**config.mk**
```make
export PLATFORM = sky130hd
export DESIGN_NAME = ising_flip_top
export DESIGN_NICKNAME = d
export VERILOG_FILES = /design/src/verilog/ising_cfg_pkg.sv /design/src/verilog/ising_mem_pkg.sv /design/src/verilog/ising_flip_top.sv /design/src/verilog/weight_mem.sv /design/src/verilog/weight_mem_arbiter.sv /design/src/verilog/flip_filter.sv /design/src/verilog/flip_raddr_gen.sv
export SDC_FILE = /design/constraint.sdc
export NUM_CORES = 1
export LEC_CHECK = 0
export BUFFER_PORTS_ARGS = -buffer_cell sky130_fd_sc_hd__buf_2
export CAP_MARGIN = 30
export CORE_ASPECT_RATIO = 0.9
export CORE_MARGIN = 4
export CORE_UTILIZATION = 35
export DETAILED_ROUTE_END_ITERATION = 6
export GPL_TIMING_DRIVEN = 0
export PLACE_DENSITY = 0.56
export SYNTH_ARGS = -nofsm -noshare
export SYNTH_HDL_FRONTEND = slang
export SYNTH_HIERARCHICAL = 1
export SYNTH_SLANG_ARGS = --single-unit
```
**constraint.sdc**
```tcl
create_clock -name clk_i -period 7.8 [get_ports clk_i]
set_clock_uncertainty 0.15 [all_clocks]
set_input_delay 0.39 -clock clk_i [delete_from_list [all_inputs] [get_ports clk_i]]
set_output_delay 0.39 -clock clk_i [all_outputs]
set_load 0.02 [all_outputs]
```
**src/verilog/ising_cfg_pkg.sv**
```systemverilog
// ============================
// spin array sizes, spin typedefs, upstream item struct
// ============================

package ising_cfg_pkg;

    localparam int unsigned NUM_SPIN = 16;
    localparam int unsigned PARALLELISM = 4;
    localparam int unsigned NUM_BLOCK = NUM_SPIN / PARALLELISM;
    localparam int unsigned BLOCK_ADDR_W = 2;

    typedef logic [NUM_SPIN-1:0] spin_vec_t;
    typedef logic [PARALLELISM-1:0] block_mask_t;
    typedef logic [BLOCK_ADDR_W-1:0] block_addr_t;

    // upstream payload
    typedef struct packed {
        spin_vec_t spin;
        spin_vec_t baseline;
    } spin_item_t;

endpackage
```
**src/verilog/ising_mem_pkg.sv**
```systemverilog
// ============================
// weight memory widths, bus structs, grant enum
// ============================

package ising_mem_pkg;

    localparam int unsigned WEIGHT_W = 32;

    typedef logic [WEIGHT_W-1:0] weight_row_t;

    typedef struct packed {
        logic                       write;
        ising_cfg_pkg::block_addr_t addr;
        weight_row_t                data;
        ising_cfg_pkg::block_mask_t mask;
        logic                       last;
    } wmem_req_t;

    typedef struct packed {
        ising_cfg_pkg::block_addr_t addr;
        ising_cfg_pkg::block_mask_t mask;
        logic                       last;
        weight_row_t                data;
    } wmem_rsp_t;

    typedef enum logic {
        GRANT_HOST,
        GRANT_FILTER
    } arb_grant_e;

endpackage

```
**src/verilog/ising_flip_top.sv**
```systemverilog
// ============================
// spin-flip front end top level
// ============================

module ising_flip_top (
    input  logic                       clk_i,
    input  logic                       arst_n_i,
    input  logic                       en_i,
    input  logic                       flush_i,
    input  logic                       flip_detect_en_i,
    input  ising_cfg_pkg::block_addr_t bound_i,

    input  logic                       spin_valid_i,
    output logic                       spin_ready_o,
    input  ising_cfg_pkg::spin_item_t  spin_item_i,

    output logic                       spin_valid_o,
    input  logic                       spin_ready_i,
    output ising_cfg_pkg::spin_vec_t   spin_o,

    output logic                       baseline_valid_o,
    output logic                       empty_o,

    input  logic                       host_wr_valid_i,
    output logic                       host_wr_ready_o,
    input  ising_mem_pkg::wmem_req_t   host_wr_i,

    output logic                       wt_valid_o,
    output ising_mem_pkg::wmem_rsp_t   wt_o
);

    logic                     rd_valid;
    logic                     rd_ready;
    ising_mem_pkg::wmem_req_t rd_req;
    logic                     mem_valid;
    ising_mem_pkg::wmem_req_t mem_req;

    flip_filter u_filter (
        .clk_i            (clk_i),
        .arst_n_i         (arst_n_i),
        .en_i             (en_i),
        .flush_i          (flush_i),
        .flip_detect_en_i (flip_detect_en_i),
        .bound_i          (bound_i),
        .spin_valid_i     (spin_valid_i),
        .spin_ready_o     (spin_ready_o),
        .spin_item_i      (spin_item_i),
        .spin_valid_o     (spin_valid_o),
        .spin_ready_i     (spin_ready_i),
        .spin_o           (spin_o),
        .baseline_valid_o (baseline_valid_o),
        .rd_valid_o       (rd_valid),
        .rd_ready_i       (rd_ready),
        .rd_req_o         (rd_req),
        .empty_o          (empty_o)
    );

    weight_mem_arbiter u_arbiter (
        .clk_i        (clk_i),
        .arst_n_i     (arst_n_i),
        .host_valid_i (host_wr_valid_i),
        .host_ready_o (host_wr_ready_o),
        .host_req_i   (host_wr_i),
        .filt_valid_i (rd_valid),
        .filt_ready_o (rd_ready),
        .filt_req_i   (rd_req),
        .mem_valid_o  (mem_valid),
        .mem_req_o    (mem_req)
    );

    weight_mem u_mem (
        .clk_i       (clk_i),
        .arst_n_i    (arst_n_i),
        .req_valid_i (mem_valid),
        .req_i       (mem_req),
        .rsp_valid_o (wt_valid_o),
        .rsp_o       (wt_o)
    );

endmodule

```
**src/verilog/weight_mem.sv**
```systemverilog
// ============================
// single-port weight rows, registered read
// ============================

module weight_mem (
    input  logic                     clk_i,
    input  logic                     arst_n_i,
    input  logic                     req_valid_i,
    input  ising_mem_pkg::wmem_req_t req_i,
    output logic                     rsp_valid_o,
    output ising_mem_pkg::wmem_rsp_t rsp_o
);

    ising_mem_pkg::weight_row_t rows [ising_cfg_pkg::NUM_BLOCK];

    always_ff @(posedge clk_i) begin
        if (req_valid_i && req_i.write) begin
            rows[req_i.addr] <= req_i.data;
        end
    end

    always_ff @(posedge clk_i or negedge arst_n_i) begin
        if (!arst_n_i) begin
            rsp_valid_o <= 1'b0;
        end else begin
            rsp_valid_o <= req_valid_i & ~req_i.write;
        end
    end

    // read tag follows the request
    always_ff @(posedge clk_i) begin
        if (req_valid_i && !req_i.write) begin
            rsp_o.addr <= req_i.addr;
            rsp_o.mask <= req_i.mask;
            rsp_o.last <= req_i.last;
            rsp_o.data <= rows[req_i.addr];
        end
    end

endmodule

```
**src/verilog/weight_mem_arbiter.sv**
```systemverilog
// ============================
// round-robin host/filter arbiter
// ============================

module weight_mem_arbiter (
    input  logic                     clk_i,
    input  logic                     arst_n_i,

    input  logic                     host_valid_i,
    output logic                     host_ready_o,
    input  ising_mem_pkg::wmem_req_t host_req_i,

    input  logic                     filt_valid_i,
    output logic                     filt_ready_o,
    input  ising_mem_pkg::wmem_req_t filt_req_i,

    output logic                     mem_valid_o,
    output ising_mem_pkg::wmem_req_t mem_req_o
);

    ising_mem_pkg::arb_grant_e prio_q;
    logic                      contend;

    assign contend = host_valid_i & filt_valid_i;

    // priority owner takes the port on a conflict
    assign host_ready_o = host_valid_i &
                          (~filt_valid_i | (prio_q == ising_mem_pkg::GRANT_HOST));
    assign filt_ready_o = filt_valid_i &
                          (~host_valid_i | (prio_q == ising_mem_pkg::GRANT_FILTER));

    assign mem_valid_o = host_valid_i | filt_valid_i;
    assign mem_req_o = host_ready_o ? host_req_i : filt_req_i;

    always_ff @(posedge clk_i or negedge arst_n_i) begin
        if (!arst_n_i) begin
            prio_q <= ising_mem_pkg::GRANT_HOST;
        end else if (contend) begin
            // winner drops to low priority
            if (prio_q == ising_mem_pkg::GRANT_HOST) begin
                prio_q <= ising_mem_pkg::GRANT_FILTER;
            end else begin
                prio_q <= ising_mem_pkg::GRANT_HOST;
            end
        end
    end

endmodule

```
**src/verilog/flip_filter.sv**
```systemverilog
// ============================
// flip filter: spin compare, scan control, handshakes
// ============================

module flip_filter (
    input  logic                        clk_i,
    input  logic                        arst_n_i,
    input  logic                        en_i,
    input  logic                        flush_i,
    input  logic                        flip_detect_en_i,
    input  ising_cfg_pkg::block_addr_t  bound_i,

    // upstream
    input  logic                        spin_valid_i,
    output logic                        spin_ready_o,
    input  ising_cfg_pkg::spin_item_t   spin_item_i,

    // downstream
    output logic                        spin_valid_o,
    input  logic                        spin_ready_i,
    output ising_cfg_pkg::spin_vec_t    spin_o,

    output logic                        baseline_valid_o,

    // weight read requests
    output logic                        rd_valid_o,
    input  logic                        rd_ready_i,
    output ising_mem_pkg::wmem_req_t    rd_req_o,

    output logic                        empty_o
);

    localparam int unsigned P = ising_cfg_pkg::PARALLELISM;

    logic                     busy_q;
    logic                     baseline_q;
    logic                     up_hs;
    logic                     scan_load;
    logic                     last_hs;
    ising_cfg_pkg::spin_vec_t flip_raw;
    ising_cfg_pkg::spin_vec_t flip_mask;

    assign spin_ready_o = en_i & ~busy_q & spin_ready_i;
    assign up_hs = spin_valid_i & spin_ready_o;

    // no usable baseline means every spin counts as flipped
    always_comb begin
        if (flip_detect_en_i && baseline_q) begin
            flip_raw = spin_item_i.spin ^ spin_item_i.baseline;
        end else begin
            flip_raw = '1;
        end
    end

    // blocks above the bound are never read
    always_comb begin
        flip_mask = flip_raw;
        for (int b = 0; b < ising_cfg_pkg::NUM_BLOCK; b++) begin
            if (b > int'(bound_i)) begin
                flip_mask[b*P +: P] = '0;
            end
        end
    end

    assign empty_o = ~|flip_mask;
    assign scan_load = up_hs & ~empty_o;

    assign spin_valid_o = scan_load;
    assign spin_o = spin_item_i.spin;
    assign baseline_valid_o = baseline_q;

    always_ff @(posedge clk_i or negedge arst_n_i) begin
        if (!arst_n_i) begin
            busy_q <= 1'b0;
        end else if (flush_i) begin
            busy_q <= 1'b0;
        end else if (scan_load) begin
            busy_q <= 1'b1;
        end else if (last_hs) begin
            busy_q <= 1'b0;
        end
    end

    always_ff @(posedge clk_i or negedge arst_n_i) begin
        if (!arst_n_i) begin
            baseline_q <= 1'b0;
        end else if (flush_i) begin
            baseline_q <= 1'b0;
        end else if (last_hs || (up_hs && empty_o)) begin
            baseline_q <= 1'b1;
        end
    end

    flip_raddr_gen u_raddr_gen (
        .clk_i       (clk_i),
        .arst_n_i    (arst_n_i),
        .flush_i     (flush_i),
        .load_i      (scan_load),
        .mask_i      (flip_mask),
        .req_valid_o (rd_valid_o),
        .req_ready_i (rd_ready_i),
        .req_o       (rd_req_o),
        .last_hs_o   (last_hs)
    );

endmodule

```
**src/verilog/flip_raddr_gen.sv**
```systemverilog
// ============================
// flipped block scanner, one read address per block
// ============================

module flip_raddr_gen (
    input  logic                     clk_i,
    input  logic                     arst_n_i,
    input  logic                     flush_i,
    input  logic                     load_i,
    input  ising_cfg_pkg::spin_vec_t mask_i,
    output logic                     req_valid_o,
    input  logic                     req_ready_i,
    output ising_mem_pkg::wmem_req_t req_o,
    output logic                     last_hs_o
);

    localparam int unsigned P = ising_cfg_pkg::PARALLELISM;

    ising_cfg_pkg::spin_vec_t          mask_q;
    logic [ising_cfg_pkg::NUM_BLOCK-1:0] blk_nz;
    logic [ising_cfg_pkg::NUM_BLOCK-1:0] others_nz;
    ising_cfg_pkg::block_addr_t        sel_idx;
    logic                              sel_found;
    logic                              req_hs;

    // blocks still holding flipped spins
    always_comb begin
        for (int b = 0; b < ising_cfg_pkg::NUM_BLOCK; b++) begin
            blk_nz[b] = |mask_q[b*P +: P];
        end
    end

    // lowest pending block wins
    always_comb begin
        sel_idx = '0;
        sel_found = 1'b0;
        for (int b = 0; b < ising_cfg_pkg::NUM_BLOCK; b++) begin
            if (blk_nz[b] && !sel_found) begin
                sel_idx = ising_cfg_pkg::block_addr_t'(b);
                sel_found = 1'b1;
            end
        end
    end

    always_comb begin
        others_nz = blk_nz;
        others_nz[sel_idx] = 1'b0;
    end

    assign req_valid_o = sel_found;
    assign req_hs = req_valid_o & req_ready_i;

    always_comb begin
        req_o = '0;
        req_o.write = 1'b0;
        req_o.addr = sel_idx;
        req_o.mask = mask_q[sel_idx*P +: P];
        req_o.last = ~|others_nz;
    end

    assign last_hs_o = req_hs & req_o.last;

    always_ff @(posedge clk_i or negedge arst_n_i) begin
        if (!arst_n_i) begin
            mask_q <= '0;
        end else if (flush_i) begin
            mask_q <= '0;
        end else if (load_i) begin
            mask_q <= mask_i;
        end else if (req_hs) begin
            // served block drops out of the scan
            mask_q[sel_idx*P +: P] <= '0;
        end
    end

endmodule

```
==> After elaboration in Yosys (flattened, before gate mapping) <==
Memory sizes are Yosys's and may differ from the RTL's. A register that Yosys moved wholly into a read port is not among the register bits.
Index checks and enable logic that the tools add are counted.
{ "totals": {"ff_bits": 27, "word_cells": 89, "mem_bits_rw": 128, "mem_count": 1, "latchBits": 0, "output_inout_bits": 61, "in_bits": 82, "rom_bits": 0} }
{ "op_classes": {"div_mod_pow": 0, "n_addsub": 1, "muxes": 26, "bitwise_logic": 21, "eq_ne": 0, "n_reduce_logical": 24, "shifts": 3, "multipliers": 0, "magnitude_cmp": 5} }
{ "memory_table": {"columns": ["name", "words", "word_bits", "read_ports", "rd_clocked_by_memory_dff", "write_ports", "line_no", "text"], "rows": [
  ["u_mem.rows", 4, 32, 1, 1, 1, "weight_mem.sv:14", "ising_mem_pkg::weight_row_t rows [ising_cfg_pkg::NUM_BLOCK];"]
]} }
{ "op_table": {"columns": ["cell", "n"], "rows": [
  ["two-way mux 16 bit", 4],
  ["two-way mux 40 bit", 1],
  ["negation 4 -> 34 bit", 1],
  ["variable shift 4 x 34 -> 16 bit (first input constant)", 1],
  ["variable part select 4 x 34 -> 16 bit (first input constant)", 1],
  ["OR reduction 4 bit", 5],
  ["bitwise mux 16 bit", 1],
  ["OR reduction 16 bit", 1],
  ["variable part select 16 x 5 -> 4 bit", 1],
  ["XOR 16 bit", 1],
  ["two-way mux 1 bit", 14],
  ["two-way mux 4 bit", 3],
  ["AND 1 bit", 10],
  ["logical AND 1 bit", 8],
  ["logical NOT 1 bit", 6],
  ["nonzero test 3 bit", 2],
  ["NOT 1 bit", 5],
  ["AND 4 bit", 1],
  ["> comparator 2 bit (first input constant)", 2],
  ["two-way mux 2 bit", 2],
  ["NOT 4 bit", 1],
  ["< comparator 2 x 3 -> 1 bit (second input constant)", 1],
  ["bitwise OR 1 bit", 3],
  ["demux 1 bit (select 2 bit)", 1],
  ["4 further kinds", 4]
]} }

==> Longest topological paths before layout <==
Gate-level depths: netlist of the first run.
{ "logic_depth": {"depth_word": 23, "ltp_mapped": 11, "depth_no_buf": 8} }

==> Cells and area by module <==
The synthesis of the first run kept the hierarchy.
{ "modules_own_cells": {"columns": ["mod", "n_inst", "seq_area_each_um2", "area_each_um2", "cells_per_inst"], "rows": [
  ["weight_mem", 1, 5039.8, 5903.2, 213],
  ["flip_raddr_gen", 1, 400.4, 1161.1, 127],
  ["weight_mem_arbiter", 1, 25.0, 569.3, 51],
  ["flip_filter", 1, 50.0, 559.3, 70]
]} }

==> Worst setup path after synthesis of the first run <==
Ideal clock, no wire load.
{ "synth_timing": {"kind": "register -> register", "start": "register u_filter.u_raddr_gen.mask_q[15]", "end": "memory u_mem/rows[0][0] in the netlist's numbering (enable)", "arrival_time_ns": 5.696, "synth_period_minus_slack_ns": 6.349, "n_path_buf": 4, "slack_ns": 1.451, "stages_incl_launch_ff": 11, "required_time_ns": 7.148, "setup_ns": 0.502, "path_cell_list": "dfrtp_1 or4_1 buf_2 nor2_1 nand3_1 a21boi_4 buf_6 mux2_2 buf_6 buf_6 nor4bb_1"} }
{ "synth_rtl": {"columns": ["item", "line_no", "text"], "rows": [
  ["start, declared", "flip_raddr_gen.sv:19", "ising_cfg_pkg::spin_vec_t mask_q;"],
  ["start signal, assigned", "flip_raddr_gen.sv:69", "mask_q <= mask_i;"],
  ["end, declared", "weight_mem.sv:14", null]
]} }

==> out/metrics.yaml, run 1 <==
finish:
  drive_gt1_share_pct: 49.4
  nFillCells: 2020
  register_area_mm2: 0.00552
  area_delta_synth_final_pct: 24.4
  final_cell_area_mm2: 0.0102
  nets: 745
  multiInputGateArea_mm2: 0.00224
status:
  outcome: "completed"
routing:
  wl_um: 17600
  wl_per_cell_um: 18.0
  viasPerCell: 4.70
  drc: 0
  drtIter0Drc: 210
  ant_nets: 0
  vias: 4580
  drt_first_pass_iters: 4
critical_path:
  r2r_slack_ps: 3440
  crit_required_ps: 7790
  path_class: "register to register"
  cp.arrival_ps: 4350
  critPathMaxStageDelay_ps: 620
  cpMostUsedCell: "buf_6"
  crit_path_end_kind: "register"
  critPathSlowestCell: "nor4bb_4"
  rr_startpoint: "u_filter/u_raddr_gen/mask_q[15]"
  reg2regPathDepth: 12
  r2r-end: "u_mem/rows[0][14]"
  path_cells: "or4_1 -> buf_2 -> nor2_1 -> nand3_1 -> a21boi_4 -> buf_6 -> mux2_2 -> buf_6 -> buf_6 -> nor4bb_4 -> buf_8 -> buf_6"
  crit_path_start_kind: "register"
  worst-path-max-fanout: 10
synth:
  synthDominantCellAreaShare_pct: 61.2
  postSynthCellCount: 461
  synth_edf_count: 167
  yosysTopAreaCell: "edfxtp_1"
  avgSynthCellArea_um2: 17.8
  yosys-top-cells-area: "edfxtp_1 (61%), mux4_2 (7.7%), dfrtp_1 (6.1%), mux2_2 (5.2%), buf_4 (4.5%)"
  synth.yosys.seq_area_share_pct: 67.3
  synthesis.area_mm2: 0.00819
  synthTopCellsByCount: "edfxtp_1 (167), buf_4 (49), mux2_2 (38)"
  synthFlopType: "edfxtp_1"
  synthDistinctLibCells: 50
  yosys_warnings: 6
  yosysMostFrequentCell: "edfxtp_1"
  ys_async_sr_fraction_pct: 10.7
  ys_seq_elements: 187
worst_hold_path:
  hp-start: "host_wr_i[4]"
  min_path_type: "primary input to register"
  hold_path_end: "u_mem/rsp_o[36]"
  hold_depth: 2
floorplanning:
  die_w_um: 169
  ios: 143
  rows: 52
  fp.coreArea_mm2: 0.0228
  initial_utilization_pct: 36.0
  die_area_mm2: 0.0259
  die_h_um: 153
clock_tree:
  cts_buffers: 17
  cts.sink_count: 187
  clkTransAtPathRegs_ps: 70
  post-cts-setup-buffers: 0
  h-tree-depth: 4
  cts.repair.resized: 0
  cts_tree: "done"
  insertion_delay_ps: 420
  root_buffer: "clkbuf_16"
  cts_buffer_depth: 2
placement:
  pre_cts_ws_ps: 3420
  routabilityCongestion: 0.807
  placed_area_mm2: 0.00955
  dp_hpwl_um: 12400
  io_buffers: 142
grt:
  grt_pass1_vias: 4938
  antenna_found_initial: 1
  grt_pass1_wl_um: 27100
  grt-ovfl-total: 0
  track_usage_pct: 13.8
  grt_max_degree: 29
timing:
  tightest_slew_ps: 953
  final_hold_viol_count: 0
  fin_crit_sh_pct: 55.9
  finalSetupViolCount: 0
  rsz0062_at_grt: "false"
  min_period_ps: 4360
  relSlewSlack_pct: 35.9
  postLayoutSetupSlackWorst_ps: 3440
  slew_violations: 0
  max_freq_mhz: 229
power:
  power.density_mw_per_mm2: 289
  p_leak_nw: 3.90
  total_power_w: 0.00294
  ir_worst_vdd_mv: 0.131
job:
  cap_violations: 0
-- registers in the layout (all words and copies together), names as in the netlist --
name and flops:
u_filter/u_raddr_gen/mask_q 16, u_mem/rsp_o 39, u_arbiter/prio_q 1, u_mem/rows 128, u_filter/baseline_valid_o 1, u_filter/busy_q 1
u_mem/rsp_valid_o 1
-- power by group --
| group | total [W] | leakage, nW | internal (W) | switching (W) |
|---|---|---|---|---|
| registers | 0.00135 | 1.82 | 0.00131 | 0.0000464 |
| logic | 0.000704 | 1.78 | 0.000316 | 0.000388 |
| clock network | 0.000885 | 0.303 | 0.000490 | 0.000395 |
-- critical path, delay by kind of cell (launching register included) --
kind / cells / cell delay, ps
AND/OR/NAND/NOR: 4 / 1620
buffers and inverters: 6 / 1140
flip-flops: 1 / 400
AO/OA/AOI/OAI: 1 / 390
multiplexers: 1 / 360
-- cell type report --
type                       count  share of cell area (%)
clock buffer                  17                    4.17
timing repair buffer         151                    8.43
tap                          297                    3.65
buffer                        69                    5.51
inverter                       5                   0.184
sequential                   187                    54.1
multi-input combinational    232                    22.0
clock inverter                15                    1.90
antenna                        1                  0.0246
-- cell usage in the layout, fill, tap and decap left out, types with 6 or more instances in the layout --
cell type,n
inv_6,6
edfxtp_1,167
buf_6,8
mux2_2,38
mux4_2,28
a22o_1,8
buf_4,49
xnor2_1,17
buf_12,6
buf_2,147
clkbuf_16,17
a21oi_1,14
dfrtp_1,20
nand2_1,11
conb_1,33
a22oi_1,6
nor2_1,18
-- stage by stage --
step / TNS [ps] / utilization, % / cells / hold WS, ps
6_report: 0 / 44.8 / 974 / 110
5_1_grt: 0 / 44.8 / 974 / 102
4_1_cts: 0 / 44.7 / 973 / 93.1
3_5_place_dp: 0 / 41.9 / 939 / 211
3_3_place_gp: -56640 / 41.3 / 932 / 206
2_1_floorplan: 0 / - / 493 / -55.6
-- worst max-delay path by stage --
stage | from | slack [ps] | to | cells after the start
final | u_filter/u_raddr_gen/mask_q[15] | 3440 | u_mem/rows[0][14] | 12
after CTS | u_filter/u_raddr_gen/mask_q[15] | 3410 | u_mem/rows[0][18] | 12
after floorplan | u_filter/u_raddr_gen/mask_q[15] | 1450 | u_mem/rows[0][0] | 10
after global routing | u_filter/u_raddr_gen/mask_q[15] | 3240 | u_mem/rows[0][18] | 12
after detailed placement | u_filter/u_raddr_gen/mask_q[15] | 3420 | u_mem/rows[0][13] | 12
after global placement | u_filter/u_raddr_gen/mask_q[15] | -1770 | u_mem/rows[0][5] | 10
-- routing by layer --
| metal | part of all wire, % | up-vias | track usage (%) | routed length (um) |
|---|---|---|---|---|
| li1 | - | 2141 | - | - |
| met1 | 42 | 2293 | 17.3 | 7320 |
| met2 | 52 | 124 | 23.9 | 9140 |
| met3 | 4.6 | 22 | 2.89 | 808 |
| met4 | 1.8 | 0 | 4.29 | 313 |
| met5 | 0 | - | 0 | 0 |
-- logic make-up (layout without fill, tap and decap cells) --
logic type | count (synthesis) | after routing | synth area share [%]
buffers and inverters | 74 | 257 | 7.09
xor gates and xnor gates | 18 | 18 | 2.02
AOI/OAI and AO/OA | 51 | 51 | 4.99
and+or+nand+nor | 58 | 58 | 4.06
muxes | 72 | 72 | 14.5
other | 1 | 34 | 0.0458
DFF | 187 | 187 | 67.3
-- timing repair --
item,CTS,global route
setup endpoints to repair,0,0
hold buffers,2,0
hold endpoints to repair,21,0
Note: power is estimated with default switching activity, not from simulation.
==> run 2: changes to the inputs <==
Clock period 7.8 ns to 4.4 ns, I/O delays scaled along.
==> out/metrics.yaml, run 2 (synthesized netlist as in run 1, its figures left out) <==
status:
  outcome: "completed"
critical_path:
  path_delay_family: "simple AND/OR/NAND/NOR gates"
  path_class: "register to register"
  startpoint: "u_filter/u_raddr_gen/mask_q[15]"
  cpMostUsedCell: "buf_6"
  critPathMaxStageDelay_ps: 520  # -100 ps
  r2r_slack_ps: 310  # -3130 ps
  r2r-end: "u_mem/rows[0][12]"
  crit_path_end_kind: "register"
  critPathSlowestCell: "or4_1"
  path_buf_inv: 7  # +1
  cp.arrival_ps: 4070  # -280 ps
  rr_startpoint: "u_filter/u_raddr_gen/mask_q[15]"
  path_cells: "or4_1 -> buf_2 -> nor2_1 -> nand3_1 -> a21boi_4 -> buf_6 -> mux2_2 -> buf_6 -> buf_6 -> nor4bb_4 -> buf_8 -> buf_6 -> buf_8"
  crit_path_start_kind: "register"
  reg2regPathDepth: 13  # +1
  crit_required_ps: 4390  # -3400 ps
  worst-path-max-fanout: 11  # +1
floorplanning:
  ios: 143  # unchanged
  die_w_um: 169  # unchanged
  rows: 52  # unchanged
  initial_utilization_pct: 36.0  # unchanged
  die_h_um: 153  # unchanged
  fp.coreArea_mm2: 0.0228  # unchanged
  die_area_mm2: 0.0259  # unchanged
clock_tree:
  cts_tree: "done"
  cts_buffers: 17  # unchanged
  root_buffer: "clkbuf_16"
  clkTransAtPathRegs_ps: 70  # about the same
  cts.sink_count: 187  # unchanged
  cts_buffer_depth: 2  # unchanged
  h-tree-depth: 4  # unchanged
  insertion_delay_ps: 420  # about the same
placement:
  dp_hpwl_um: 12100  # -2.5%
  io_buffers: 142  # unchanged
  pre_cts_ws_ps: -285  # -3710 ps
  placed_area_mm2: 0.00954  # about the same
  routabilityCongestion: 0.810  # +0.30%
routing:
  vias: 4695  # +2.5%
  drc: 0  # unchanged
  wl_per_cell_um: 17.4  # -3.7%
  viasPerCell: 4.65  # -1.0%
  drt_first_pass_iters: 4  # unchanged
  wl_um: 17500  # -0.21%
  drtIter0Drc: 257  # +22%
  ant_nets: 0  # unchanged
finish:
  final_cell_area_mm2: 0.0105  # +3.1%
  top_regs: "u_mem/rows: 128 flops, u_mem/rsp_o: 39 flops, u_filter/u_raddr_gen/mask_q: 16 flops"
  final_common_cell: "edfxtp_1"
  regMostFlops: "u_mem/rows"
  drive_gt1_share_pct: 47.5  # -1.9 points
  largest_reg_flops: 128  # unchanged
  final_cell_mix: "edfxtp_1 (167), buf_2 (148), buf_4 (53)"
  antenna_cells: 0  # -1
  nFillCells: 1995  # -1.2%
  nets: 781  # +4.8%
  area_delta_synth_final_pct: 28.3
timing:
  tightest_slew_ps: 763  # -190 ps
  min_period_ps: 4090  # -274 ps
  fin_crit_sh_pct: 92.9  # +37 points
  max_freq_mhz: 245  # +6.7%
  rsz0062_at_grt: "false"
  postLayoutSetupSlackWorst_ps: 311  # -3130 ps
  slew_violations: 0  # unchanged
  finalSetupViolCount: 0  # unchanged
  relSlewSlack_pct: 48.7  # +13 points
  final_hold_viol_count: 0  # unchanged
  finalHoldWorstSlack_ps: 13.5  # -96.7 ps
worst_hold_path:
  hp-start: "host_wr_i[17]"
  min_path_type: "primary input to register"
  hold_path_end: "u_mem/rows[3][12]"
  hold_depth: 2  # unchanged
grt:
  track_usage_pct: 13.7  # -0.12 points
  grt_pass1_vias: 4949  # +0.22%
  grt_pass1_wl_um: 27200  # +0.28%
  antenna_found_initial: 0  # -1
  grt-ovfl-total: 0  # unchanged
  grt_max_degree: 27  # -6.9%
power:
  p_leak_nw: 4.04  # +3.6%
  ir_worst_vdd_mv: 0.253  # +94%
  power.density_mw_per_mm2: 496  # +72%
job:
  cap_violations: 0  # unchanged
## run 2: cell count changes in the layout (fill, tap and decap cells not counted), moves of 2 or more
cell and change:
buf_4 +4, dlygate4sd3_1 +31, inv_6 -2, inv_8 +2
## run 2: layout make-up
type | count | area, um^2 | share of cell area [%]
multi-input cells | 232 | 2250 | 21.4
plain buffers | 69 | 562 | 5.35
flip-flops and latches | 187 | 5520 | 52.5
clock buffers | 18 | 429 | 4.08
well taps | 297 | 372 | 3.54
clock inverters | 14 | 169 | 1.61
repair buffers | 187 | 1200 | 11.4
inverters | 5 | 18.8 | 0.179
## run 2: worst max-delay path by stage
stage,endpoint,slack (ps),cells past startpoint
2_1_floorplan,u_mem/rows[0][0],120,10
3_3_place_gp,u_mem/rows[0][8],-1180,10
3_5_place_dp,u_mem/rows[0][8],-290,13
4_1_cts,u_mem/rows[1][29],140,11
5_1_grt,u_mem/rows[0][15],80,13
6_report,u_mem/rows[0][12],310,13
## run 2: power by group
| part | total, W | internal, W | switching [W] |
|---|---|---|---|
| clock network | 0.00153 | 0.000816 | 0.000714 |
| logic | 0.00129 | 0.000590 | 0.000698 |
| registers | 0.00239 | 0.00231 | 0.0000801 |
## run 2: stage by stage
stage / setup TNS, ps / utilization [%] / total power [W] / std cells
finish: 0 / 46.1 / 0.00521 / 1009
global route: 0 / 46.1 / 0.00546 / 1009
CTS: 0 / 46.0 / 0.00527 / 1005
detailed placement: -3760 / 41.9 / 0.00371 / 939
global placement: -144250 / 41.3 / 0.00363 / 932
floorplan: 0 / - / 0.00327 / 493
## run 2: per-layer routing
| layer | wire [um] | GRT usage (%) | up-vias |
|---|---|---|---|
| met1 | 7690 | 18.0 | 2376 |
| li1 | - | - | 2207 |
| met5 | 0 | 0 | - |
| met2 | 8950 | 22.7 | 94 |
| met3 | 579 | 3.05 | 18 |
| met4 | 315 | 4.29 | 0 |
## run 2: timing repair
item | CTS | global route
setup endpoints to repair | 17 | 59
hold buffers | 33 | 0
resized for setup | 0 | 1
setup buffers | 1 | 3
pin swaps | 1 | 1
endpoints found under the hold margin | 118 | 0
